==> src/lc3b_consts.svh <==
`ifndef LC3B_CONSTS_SVH
`define LC3B_CONSTS_SVH

// first fetch address out of reset
`define LC3B_RESET_PC 16'h0000

// architectural registers R0..R7
`define LC3B_NUM_REGS 8

// BR with nzp = 000, never taken
`define LC3B_NOP 16'h0000

`endif
==> src/lc3b_types.sv <==
package lc3b_types;

	// data words and byte addresses
	typedef logic [15:0] lc3b_word;

	// register index
	typedef logic [2:0] lc3b_reg;

	// opcode field, bits 15:12 of the instruction
	// only the implemented subset is listed
	typedef enum logic [3:0] {
		op_br  = 4'b0000,
		op_add = 4'b0001,
		op_and = 4'b0101,
		op_ldr = 4'b0110,
		op_str = 4'b0111,
		op_not = 4'b1001,
		op_lea = 4'b1110
	} lc3b_opcode;

	// alu function select
	typedef enum logic [1:0] {
		alu_add  = 2'b00,
		alu_and  = 2'b01,
		alu_not  = 2'b10,
		alu_pass = 2'b11	// second operand straight through
	} lc3b_aluop;

endpackage : lc3b_types

==> src/lc3b_pipe_pkg.sv <==
package lc3b_pipe_pkg;

	// which value goes back to the register file
	typedef enum logic [1:0] {
		wb_alu  = 2'b00,
		wb_mem  = 2'b01,
		wb_addr = 2'b10	// lea result
	} wb_src;

	// control word that follows an instruction down the pipe
	// all-zero is the nop packet
	typedef struct packed {
		lc3b_types::lc3b_word   pc;	// address of the following instruction
		lc3b_types::lc3b_opcode opcode;
		lc3b_types::lc3b_reg    dr;
		logic [2:0]             nzp;	// branch condition mask
		lc3b_types::lc3b_aluop  aluop;
		logic                   use_imm;
		wb_src                  wb_sel;
		logic                   load_regfile;
		logic                   set_cc;
		logic                   mem_read;
		logic                   mem_write;
		logic                   is_branch;
	} lc3b_ipacket;

endpackage : lc3b_pipe_pkg

==> src/pipeline_datapath.sv <==
module pipeline_datapath (
	input  logic                 clk,
	input  logic                 reset,

	// fetch port
	output lc3b_types::lc3b_word if_memaddr,
	output logic                 if_memread,
	input  logic                 if_mem_resp,
	input  lc3b_types::lc3b_word if_mem_rdata,

	// data port
	output lc3b_types::lc3b_word mem_memaddr,
	output logic                 mem_memread,
	output logic                 mem_memwrite,
	output lc3b_types::lc3b_word mem_mem_wdata,
	input  logic                 mem_mem_resp,
	input  lc3b_types::lc3b_word mem_mem_rdata
);

	localparam int pkt_w = $bits(lc3b_pipe_pkg::lc3b_ipacket);

	logic pipe_stall, mem_busy;

	// if
	lc3b_types::lc3b_word if_instruction, if_pc_next;

	// id
	lc3b_types::lc3b_word       id_instruction, id_pc_next;
	lc3b_pipe_pkg::lc3b_ipacket id_ipacket;
	lc3b_types::lc3b_word       id_sr1, id_sr2, id_sext;

	// exe
	lc3b_pipe_pkg::lc3b_ipacket ex_ipacket;
	lc3b_types::lc3b_word       ex_sr1, ex_sr2, ex_sext;
	lc3b_types::lc3b_word       ex_alu, ex_addr, ex_store;

	// mem
	lc3b_pipe_pkg::lc3b_ipacket mem_ipacket;
	lc3b_types::lc3b_word       mem_alu, mem_addr, mem_store, mem_data;

	// wb
	lc3b_pipe_pkg::lc3b_ipacket wb_ipacket;
	lc3b_types::lc3b_word       wb_alu, wb_mem, wb_addr, wb_data, br_target;
	lc3b_types::lc3b_reg        wb_dr;
	logic                       wb_load_regfile, br_taken;

	if_stage if_module (
		.clk(clk), .reset(reset),
		.mem_busy(mem_busy), .br_taken(br_taken), .br_target(br_target),
		.if_mem_resp(if_mem_resp), .if_mem_rdata(if_mem_rdata),
		.if_memaddr(if_memaddr), .if_memread(if_memread),
		.instruction(if_instruction), .pc_next(if_pc_next), .pipe_stall(pipe_stall)
	);

	stage_latch #(.width(32)) if_id (
		.clk(clk), .reset(reset), .stall(pipe_stall),
		.d({if_pc_next, if_instruction}), .q({id_pc_next, id_instruction})
	);

	id_stage id_module (
		.clk(clk), .reset(reset),
		.instruction(id_instruction), .pc_next(id_pc_next),
		.wb_dr(wb_dr), .wb_data(wb_data), .load_regfile(wb_load_regfile),
		.ipacket(id_ipacket), .sr1_out(id_sr1), .sr2_out(id_sr2), .sext_out(id_sext)
	);

	stage_latch #(.width(pkt_w + 48)) id_exe (
		.clk(clk), .reset(reset), .stall(pipe_stall),
		.d({id_ipacket, id_sr1, id_sr2, id_sext}), .q({ex_ipacket, ex_sr1, ex_sr2, ex_sext})
	);

	exe_stage exe_module (
		.ipacket(ex_ipacket), .sr1(ex_sr1), .sr2(ex_sr2), .sext(ex_sext),
		.alu_out(ex_alu), .addr_out(ex_addr), .store_data(ex_store)
	);

	stage_latch #(.width(pkt_w + 48)) exe_mem (
		.clk(clk), .reset(reset), .stall(pipe_stall),
		.d({ex_ipacket, ex_alu, ex_addr, ex_store}),
		.q({mem_ipacket, mem_alu, mem_addr, mem_store})
	);

	mem_stage mem_module (
		.clk(clk), .reset(reset), .ipacket(mem_ipacket),
		.alu_in(mem_alu), .addr_in(mem_addr), .store_data(mem_store),
		.mem_mem_resp(mem_mem_resp), .mem_mem_rdata(mem_mem_rdata),
		.mem_memaddr(mem_memaddr), .mem_memread(mem_memread), .mem_memwrite(mem_memwrite),
		.mem_mem_wdata(mem_mem_wdata), .mem_data_out(mem_data), .mem_busy(mem_busy)
	);

	stage_latch #(.width(pkt_w + 48)) mem_wb (
		.clk(clk), .reset(reset), .stall(pipe_stall),
		.d({mem_ipacket, mem_alu, mem_data, mem_addr}),
		.q({wb_ipacket, wb_alu, wb_mem, wb_addr})
	);

	wb_stage wb_module (
		.clk(clk), .reset(reset), .pipe_stall(pipe_stall), .ipacket(wb_ipacket),
		.alu_in(wb_alu), .mem_in(wb_mem), .addr_in(wb_addr),
		.wb_data(wb_data), .wb_dr(wb_dr), .load_regfile(wb_load_regfile),
		.br_taken(br_taken), .br_target(br_target)
	);

endmodule : pipeline_datapath

==> src/wb_stage.sv <==
module wb_stage (
	input  logic                      clk,
	input  logic                      reset,
	input  logic                      pipe_stall,
	input  lc3b_pipe_pkg::lc3b_ipacket ipacket,
	input  lc3b_types::lc3b_word      alu_in,
	input  lc3b_types::lc3b_word      mem_in,
	input  lc3b_types::lc3b_word      addr_in,
	output lc3b_types::lc3b_word      wb_data,
	output lc3b_types::lc3b_reg       wb_dr,
	output logic                      load_regfile,
	output logic                      br_taken,
	output lc3b_types::lc3b_word      br_target
);

	logic [2:0] cc;	// n z p
	logic [2:0] cc_new;

	always_comb begin
		case (ipacket.wb_sel)
			lc3b_pipe_pkg::wb_mem:  wb_data = mem_in;
			lc3b_pipe_pkg::wb_addr: wb_data = addr_in;
			default:                wb_data = alu_in;
		endcase
	end

	assign cc_new = wb_data[15] ? 3'b100 : (wb_data == '0) ? 3'b010 : 3'b001;

	always_ff @(posedge clk) begin
		if (reset)
			cc <= 3'b010;
		else if (!pipe_stall && ipacket.set_cc)
			cc <= cc_new;
	end

	assign wb_dr        = ipacket.dr;
	assign load_regfile = ipacket.load_regfile && !pipe_stall;	// one write per instruction
	assign br_taken     = ipacket.is_branch && |(ipacket.nzp & cc);
	assign br_target    = addr_in;

endmodule : wb_stage

==> src/mem_stage.sv <==
module mem_stage (
	input  logic                      clk,
	input  logic                      reset,
	input  lc3b_pipe_pkg::lc3b_ipacket ipacket,
	input  lc3b_types::lc3b_word      alu_in,
	input  lc3b_types::lc3b_word      addr_in,
	input  lc3b_types::lc3b_word      store_data,
	input  logic                      mem_mem_resp,
	input  lc3b_types::lc3b_word      mem_mem_rdata,
	output lc3b_types::lc3b_word      mem_memaddr,
	output logic                      mem_memread,
	output logic                      mem_memwrite,
	output lc3b_types::lc3b_word      mem_mem_wdata,
	output lc3b_types::lc3b_word      mem_data_out,
	output logic                      mem_busy
);

	logic                 access;
	logic                 done;	// access finished, waiting on the fetch side
	logic                 done_hit;
	lc3b_types::lc3b_word done_pc;	// tags which instruction finished
	lc3b_types::lc3b_word rdata_q;

	assign access   = ipacket.mem_read || ipacket.mem_write;
	// a new packet in the latch never matches the tag
	assign done_hit = done && (done_pc == ipacket.pc);

	assign mem_memaddr   = addr_in;
	assign mem_mem_wdata = store_data;
	assign mem_memread   = ipacket.mem_read && !done_hit;
	assign mem_memwrite  = ipacket.mem_write && !done_hit;
	assign mem_busy      = access && !done_hit && !mem_mem_resp;

	// read word straight from the port in the response cycle, held after
	assign mem_data_out = !ipacket.mem_read ? alu_in :
		done_hit ? rdata_q : mem_mem_rdata;

	always_ff @(posedge clk) begin
		if (reset)
			done <= 1'b0;
		else if (access && !done_hit && mem_mem_resp)
			done <= 1'b1;
		else if (!done_hit)
			done <= 1'b0;	// latch moved on
	end

	always_ff @(posedge clk) begin
		if (mem_mem_resp) begin
			rdata_q <= mem_mem_rdata;
			done_pc <= ipacket.pc;
		end
	end

endmodule : mem_stage

==> src/exe_stage.sv <==
module exe_stage (
	input  lc3b_pipe_pkg::lc3b_ipacket ipacket,
	input  lc3b_types::lc3b_word      sr1,
	input  lc3b_types::lc3b_word      sr2,
	input  lc3b_types::lc3b_word      sext,
	output lc3b_types::lc3b_word      alu_out,
	output lc3b_types::lc3b_word      addr_out,
	output lc3b_types::lc3b_word      store_data
);

	lc3b_types::lc3b_word alu_b;
	lc3b_types::lc3b_word addr_base;
	logic                 base_reg;

	// imm5 or register operand
	assign alu_b = ipacket.use_imm ? sext : sr2;

	always_comb begin
		case (ipacket.aluop)
			lc3b_types::alu_add:  alu_out = sr1 + alu_b;
			lc3b_types::alu_and:  alu_out = sr1 & alu_b;
			lc3b_types::alu_not:  alu_out = ~sr1;
			lc3b_types::alu_pass: alu_out = alu_b;
			default:              alu_out = alu_b;
		endcase
	end

	// ldr/str are base + offset6, br/lea are pc relative
	assign base_reg  = (ipacket.opcode == lc3b_types::op_ldr) ||
		(ipacket.opcode == lc3b_types::op_str);
	assign addr_base = base_reg ? sr1 : ipacket.pc;
	assign addr_out  = addr_base + sext;	// sext already shifted in decode

	assign store_data = sr2;

endmodule : exe_stage

==> src/id_stage.sv <==
`include "lc3b_consts.svh"

module id_stage (
	input  logic                      clk,
	input  logic                      reset,
	input  lc3b_types::lc3b_word      instruction,
	input  lc3b_types::lc3b_word      pc_next,
	input  lc3b_types::lc3b_reg       wb_dr,
	input  lc3b_types::lc3b_word      wb_data,
	input  logic                      load_regfile,
	output lc3b_pipe_pkg::lc3b_ipacket ipacket,
	output lc3b_types::lc3b_word      sr1_out,
	output lc3b_types::lc3b_word      sr2_out,
	output lc3b_types::lc3b_word      sext_out
);

	lc3b_types::lc3b_word   regs [`LC3B_NUM_REGS];
	lc3b_types::lc3b_opcode opcode;
	lc3b_types::lc3b_reg    sr1;
	lc3b_types::lc3b_reg    sr2;

	assign opcode = lc3b_types::lc3b_opcode'(instruction[15:12]);
	assign sr1    = instruction[8:6];
	// str reads its source register through the sr2 port
	assign sr2    = (opcode == lc3b_types::op_str) ? instruction[11:9] : instruction[2:0];

	always_comb begin
		ipacket        = '0;
		ipacket.pc     = pc_next;
		ipacket.opcode = opcode;
		ipacket.dr     = instruction[11:9];
		ipacket.aluop  = lc3b_types::alu_pass;
		ipacket.wb_sel = lc3b_pipe_pkg::wb_alu;
		sext_out       = {{7{instruction[8]}}, instruction[8:0]} << 1;	// pcoffset9
		case (opcode)
			lc3b_types::op_add, lc3b_types::op_and: begin
				ipacket.aluop        = (opcode == lc3b_types::op_add) ?
					lc3b_types::alu_add : lc3b_types::alu_and;
				ipacket.use_imm      = instruction[5];
				ipacket.load_regfile = 1'b1;
				ipacket.set_cc       = 1'b1;
				sext_out             = {{11{instruction[4]}}, instruction[4:0]};
			end
			lc3b_types::op_not: begin
				ipacket.aluop        = lc3b_types::alu_not;
				ipacket.load_regfile = 1'b1;
				ipacket.set_cc       = 1'b1;
			end
			lc3b_types::op_ldr, lc3b_types::op_str: begin
				ipacket.mem_read     = (opcode == lc3b_types::op_ldr);
				ipacket.mem_write    = (opcode == lc3b_types::op_str);
				ipacket.load_regfile = (opcode == lc3b_types::op_ldr);
				ipacket.set_cc       = (opcode == lc3b_types::op_ldr);
				ipacket.wb_sel       = lc3b_pipe_pkg::wb_mem;
				sext_out             = {{10{instruction[5]}}, instruction[5:0]} << 1;
			end
			lc3b_types::op_lea: begin
				ipacket.wb_sel       = lc3b_pipe_pkg::wb_addr;
				ipacket.load_regfile = 1'b1;	// lc3b lea leaves cc alone
			end
			lc3b_types::op_br: begin
				ipacket.is_branch = 1'b1;
				ipacket.nzp       = instruction[11:9];
			end
			default: ;	// unsupported opcodes pass as nops
		endcase
	end

	always_ff @(posedge clk) begin
		if (reset) begin
			for (int i = 0; i < `LC3B_NUM_REGS; i++)
				regs[i] <= '0;
		end else if (load_regfile) begin
			regs[wb_dr] <= wb_data;
		end
	end

	// write-first read
	assign sr1_out = (load_regfile && wb_dr == sr1) ? wb_data : regs[sr1];
	assign sr2_out = (load_regfile && wb_dr == sr2) ? wb_data : regs[sr2];

endmodule : id_stage

==> src/if_stage.sv <==
`include "lc3b_consts.svh"

module if_stage (
	input  logic                 clk,
	input  logic                 reset,
	input  logic                 mem_busy,
	input  logic                 br_taken,
	input  lc3b_types::lc3b_word br_target,
	input  logic                 if_mem_resp,
	input  lc3b_types::lc3b_word if_mem_rdata,
	output lc3b_types::lc3b_word if_memaddr,
	output logic                 if_memread,
	output lc3b_types::lc3b_word instruction,
	output lc3b_types::lc3b_word pc_next,
	output logic                 pipe_stall
);

	lc3b_types::lc3b_word pc;
	lc3b_types::lc3b_word ibuf;	// fetched word
	logic                 buf_valid;
	logic                 req;

	assign if_memaddr  = pc;
	assign if_memread  = req;
	assign instruction = ibuf;
	assign pc_next     = pc + 16'd2;

	// nothing moves until the word is in hand and the data port is idle
	assign pipe_stall = !buf_valid || mem_busy;

	always_ff @(posedge clk) begin
		if (reset) begin
			pc        <= `LC3B_RESET_PC;
			ibuf      <= `LC3B_NOP;
			buf_valid <= 1'b0;
			req       <= 1'b0;
		end else begin
			if (req && if_mem_resp) begin
				ibuf      <= if_mem_rdata;	// kept through any stall
				buf_valid <= 1'b1;
				req       <= 1'b0;
			end else if (!buf_valid) begin
				req <= 1'b1;	// first fetch after reset
			end
			// word consumed by if_id this edge
			if (!pipe_stall) begin
				pc        <= br_taken ? br_target : pc_next;
				buf_valid <= 1'b0;
				req       <= 1'b1;
			end
		end
	end

endmodule : if_stage

==> src/stage_latch.sv <==
module stage_latch #(
	parameter int width = 32
) (
	input  logic             clk,
	input  logic             reset,
	input  logic             stall,
	input  logic [width-1:0] d,
	output logic [width-1:0] q
);

	// packet sits in the upper bits, data words below
	// a zero packet decodes as a nop with every control bit clear
	always_ff @(posedge clk) begin
		if (reset) begin
			q <= '0;
		end else if (!stall) begin
			q <= d;	// advance
		end
		// stalled: hold
	end

endmodule : stage_latch

==> config.mk <==
export PLATFORM = sky130hd
export DESIGN_NAME = pipeline_datapath
export DESIGN_NICKNAME = d
export VERILOG_FILES = /design/src/lc3b_types.sv /design/src/lc3b_pipe_pkg.sv /design/src/pipeline_datapath.sv /design/src/wb_stage.sv /design/src/mem_stage.sv /design/src/exe_stage.sv /design/src/id_stage.sv /design/src/if_stage.sv /design/src/stage_latch.sv
export VERILOG_INCLUDE_DIRS = /design/src
export SDC_FILE = /design/constraint.sdc
export NUM_CORES = 1
export LEC_CHECK = 0
export BUFFER_PORTS_ARGS = -buffer_cell sky130_fd_sc_hd__buf_4
export CAP_MARGIN = 20
export CORE_AREA = 2 2 180 226
export DETAILED_ROUTE_END_ITERATION = 6
export DIE_AREA = 0 0 182 228
export HOLD_SLACK_MARGIN = 0.15
export PLACE_DENSITY = 0.71
export REMOVE_ABC_BUFFERS = 1
export SYNTH_ARGS = -nofsm -noshare
export SYNTH_HDL_FRONTEND = slang
export SYNTH_SLANG_ARGS = --single-unit
==> constraint.sdc <==
create_clock -name clk -period 3.48 [get_ports clk]
set_input_delay 0.174 -clock clk [delete_from_list [all_inputs] [get_ports clk]]
set_output_delay 0.174 -clock clk [all_outputs]
set_load 0.03 [all_outputs]
==> out/metrics.yaml <==
async_flop_share_pct: 0
synth_adder_area_share_pct: 2.196
cp.buffers_inverters: 1
cts_sinks: 443
vias_per_cell: 6.195
cts_buffers: 46
drc: 0
max_stage_delay_ns: 0.52
coreArea_um2: 39600
die_width_um: 182
rsz0062_at_grt: "false"
cts_tree: "done"
start_util_pct: 54.97
synth_xor_area_share_pct: 2.046
htree_levels: 2
synthesis.area_um2: 21770
diodes: 0
fillCellCount: 3332
area_delta_synth_final_pct: 13.22
row_count: 82
syn_avg_cell_area_um2: 9.236
dieHeight_um: 228
muxShareOfSynthArea_pct: 9.662
yosysWarnings: 0
place_congestion: 0.9193
rrSetupSlack_ns: 0.34
drt.antenna.violating_nets: 0
synth_top_family_by_area: "compound AO/OA/AOI/OAI gates"
grt_pass1_wl_mm: 98.27
vias: 18034
wire_per_inst_um: 22.07
critical_path.top_delay_family: "simple AND/OR/NAND/NOR gates"
slowest_stage: "dfxtp_1"
crit_chain: "buf_4 -> mux2_2 -> ha_1 -> or3_1 -> a221oi_1 -> o21ai_0 -> mux2i_1 -> nor4_1 -> nor3_1"
grt_max_degree: 150
path_depth: 9
synth-compound-area-share_pct: 16.65
leakage_uw: 0.008822
max-cap-violations: 0
antenna_found_initial: 0
grt_pass1_vias: 17265
fin_cells: 2911
ys_seq_elements: 443
min_path_type: "input pin to register"
hold_violations: 0
r2r-end: "exe_mem.q[47]"
first_iter_violations: 1470
finalSetupViolations: 0
synth_edf_count: 160
clkLatencyLatePin_ns: 0.57
netlist_instances: 2357
whs_ns: 0.2959
endpoint: "exe_mem.q[47]"
arrival_ns: 3.56
die_area_um2: 41500
relSlewSlack_pct: 39.58
r2r-start: "id_exe.q[55]"
dp.cells: 2793
path_clk_slew_ns: 0.06
yosys_most_used_dff: "dfxtp_1"
crit_required_ns: 3.89
period_needed_ns: 3.145
cts-root-buf: "clkbuf_16"
irDropWorstVdd_mv: 0.4276
nNetsFinal: 2443
final_max_slew_viol_count: 0
worst_pin_slew_ns: 0.8980
outcome: "finished clean"
crit_type: "register to register"
end_kind: "register"
final_core_util_pct: 62.23
layout-drive-gt1-share_pct: 15.29
ys_types: 66
startpoint: "id_exe.q[55]"
io_buffers: 86
max_freq_ghz: 0.3180
first_pass_iters: 6
cts.path.max_buffers: 3
synthSimpleGateAreaFrac_pct: 16.11
place_hpwl_mm: 44.72
critPathMaxFanout: 7
post-cts-setup-buffers: 0
fin_skew_ns: 0.03463
cp-start-kind: "register"
routed_wl_mm: 64.24
ioPinCount: 87
grt_use_total_pct: 30.35
reg2reg_depth: 9
power_density_nw_per_um2: 476.3
overflow: 0
post-route-period-util_pct: 90.36
synth-seq-area-share_pct: 48.10
[cells in the mapped netlist, drive strengths merged, types with 15 or more instances]
cell type  count  share of area [%]
nand2        453                7.8
dfxtp        283                 26
a21oi        235                5.4
nor2         198                3.4
clkbuf       165                2.8
edfxtp       160                 22
o21ai        111                2.6
buf           63                1.8
mux2          59                3.1
nand3         58                1.3
mux2i         57                2.7
a211oi        40                1.4
mux4          38                3.9
xnor2         38                1.6
ha            35                2.0
inv           33               0.57
nor3          31               0.71
a221o         28                1.3
a311oi        25                1.0
nand4         17               0.49
a31o          16               0.64
o211ai        15               0.52
[worst min path at each step]
stage | slack (ns) | start | depth (start not counted) | endpoint
2_1_floorplan | 0.24 | reset | 1 | exe_mem.q[0]
3_5_place_dp | 0.37 | mem_mem_rdata[0] | 1 | mem_module.rdata_q[0]
5_1_grt | 0.29 | mem_mem_resp | 2 | mem_module.rdata_q[1]
6_report | 0.30 | mem_mem_resp | 2 | mem_module.rdata_q[6]
3_3_place_gp | 0.37 | mem_mem_rdata[3] | 1 | mem_module.rdata_q[3]
4_1_cts | 0.29 | mem_mem_resp | 2 | mem_module.rdata_q[3]
[stage by stage]
step / setup WS, ns / setup TNS [ns] / total power, µW / instance area (µm²)
floorplan: -11.61 / -3269.70 / 6289 / 20750
CTS: 0.3600 / 0 / 11790 / 24650
global route: 0.07420 / 0 / 12090 / 24650
global placement: 0.4132 / 0 / 6662 / 22730
finish: 0.3354 / 0 / 11740 / 24650
detailed placement: 0.3690 / 0 / 6686 / 22740
[flip-flops by register name, summed over array words and instances (netlist names), 32 cells and up]
name            cells
id_module.regs    128
exe_mem.q          77
mem_wb.q           59
if_id.q            32
id_exe.q           77
[final cells by class]
type	instances	area [µm²]	area share [%]
sequential	443	10470	42.49
multi-input combinational	1652	10240	41.55
timing repair buffer	193	1604	6.508
clock buffer	60	1309	5.310
tap	504	630.6	2.559
clock inverter	25	264.0	1.071
inverter	34	127.6	0.5178
[per-layer routing]
layer	GRT usage (%)	vias up	wire length, µm
li1	-	8450	-
met4	14.94	0	3229
met2	52.74	639	32030
met1	37.42	8807	25640
met5	0	-	0
met3	3.464	138	3341
[timing repair]
action | CTS | global route
resized for setup | 0 | 0
endpoints found under the hold margin | 76 | 0
hold buffers | 33 | 0
[report_power, final]
| part | leakage, µW | total [µW] | switching [µW] | internal [µW] |
|---|---|---|---|---|
| Sequential | 0.00392 | 5660 | 135 | 5520 |
| Combinational | 0.00412 | 960 | 611 | 348 |
| Clock | 0.000779 | 5120 | 2090 | 3030 |
| Total | 0.00882 | 11700 | 2830 | 8910 |
[logic make-up (layout without fill, tap and decap cells)]
group                    Yosys count  in the layout
multiplexers                     154            154
AND/OR/NAND/NOR                  833            833
adder cells (fa/ha/maj)           37             37
buffers and inverters            262            312
AO/OA/AOI/OAI                    578            578
XOR/XNOR                          50             50
flip-flops                       443            443
[layout by cell type, fill, tap and decap left out, types with 8 or more instances in the layout]
master         instances
o21ai_0              108
xnor2_1               37
mux4_2                38
ha_1                  35
clkbuf_16             49
o211ai_1              15
a211oi_1              40
a21o_1                13
xor2_1                12
a221o_1               28
nor2b_1                8
a31o_2                16
nor3_1                30
nor4_1                12
mux2i_1               54
inv_1                 32
a22oi_1               14
or3_1                 10
o311ai_1               8
buf_4                153
nor2_1               198
nand3_1               58
a31oi_1               11
clkinv_2               8
or4_1                 14
edfxtp_1             160
o22ai_1               14
nand2_1              453
a311oi_1              25
mux2_2                59
dfxtp_1              282
nand4_1               17
a21oi_1              234
dlygate4sd3_1         33
Note: power is estimated with default switching activity, not from simulation.
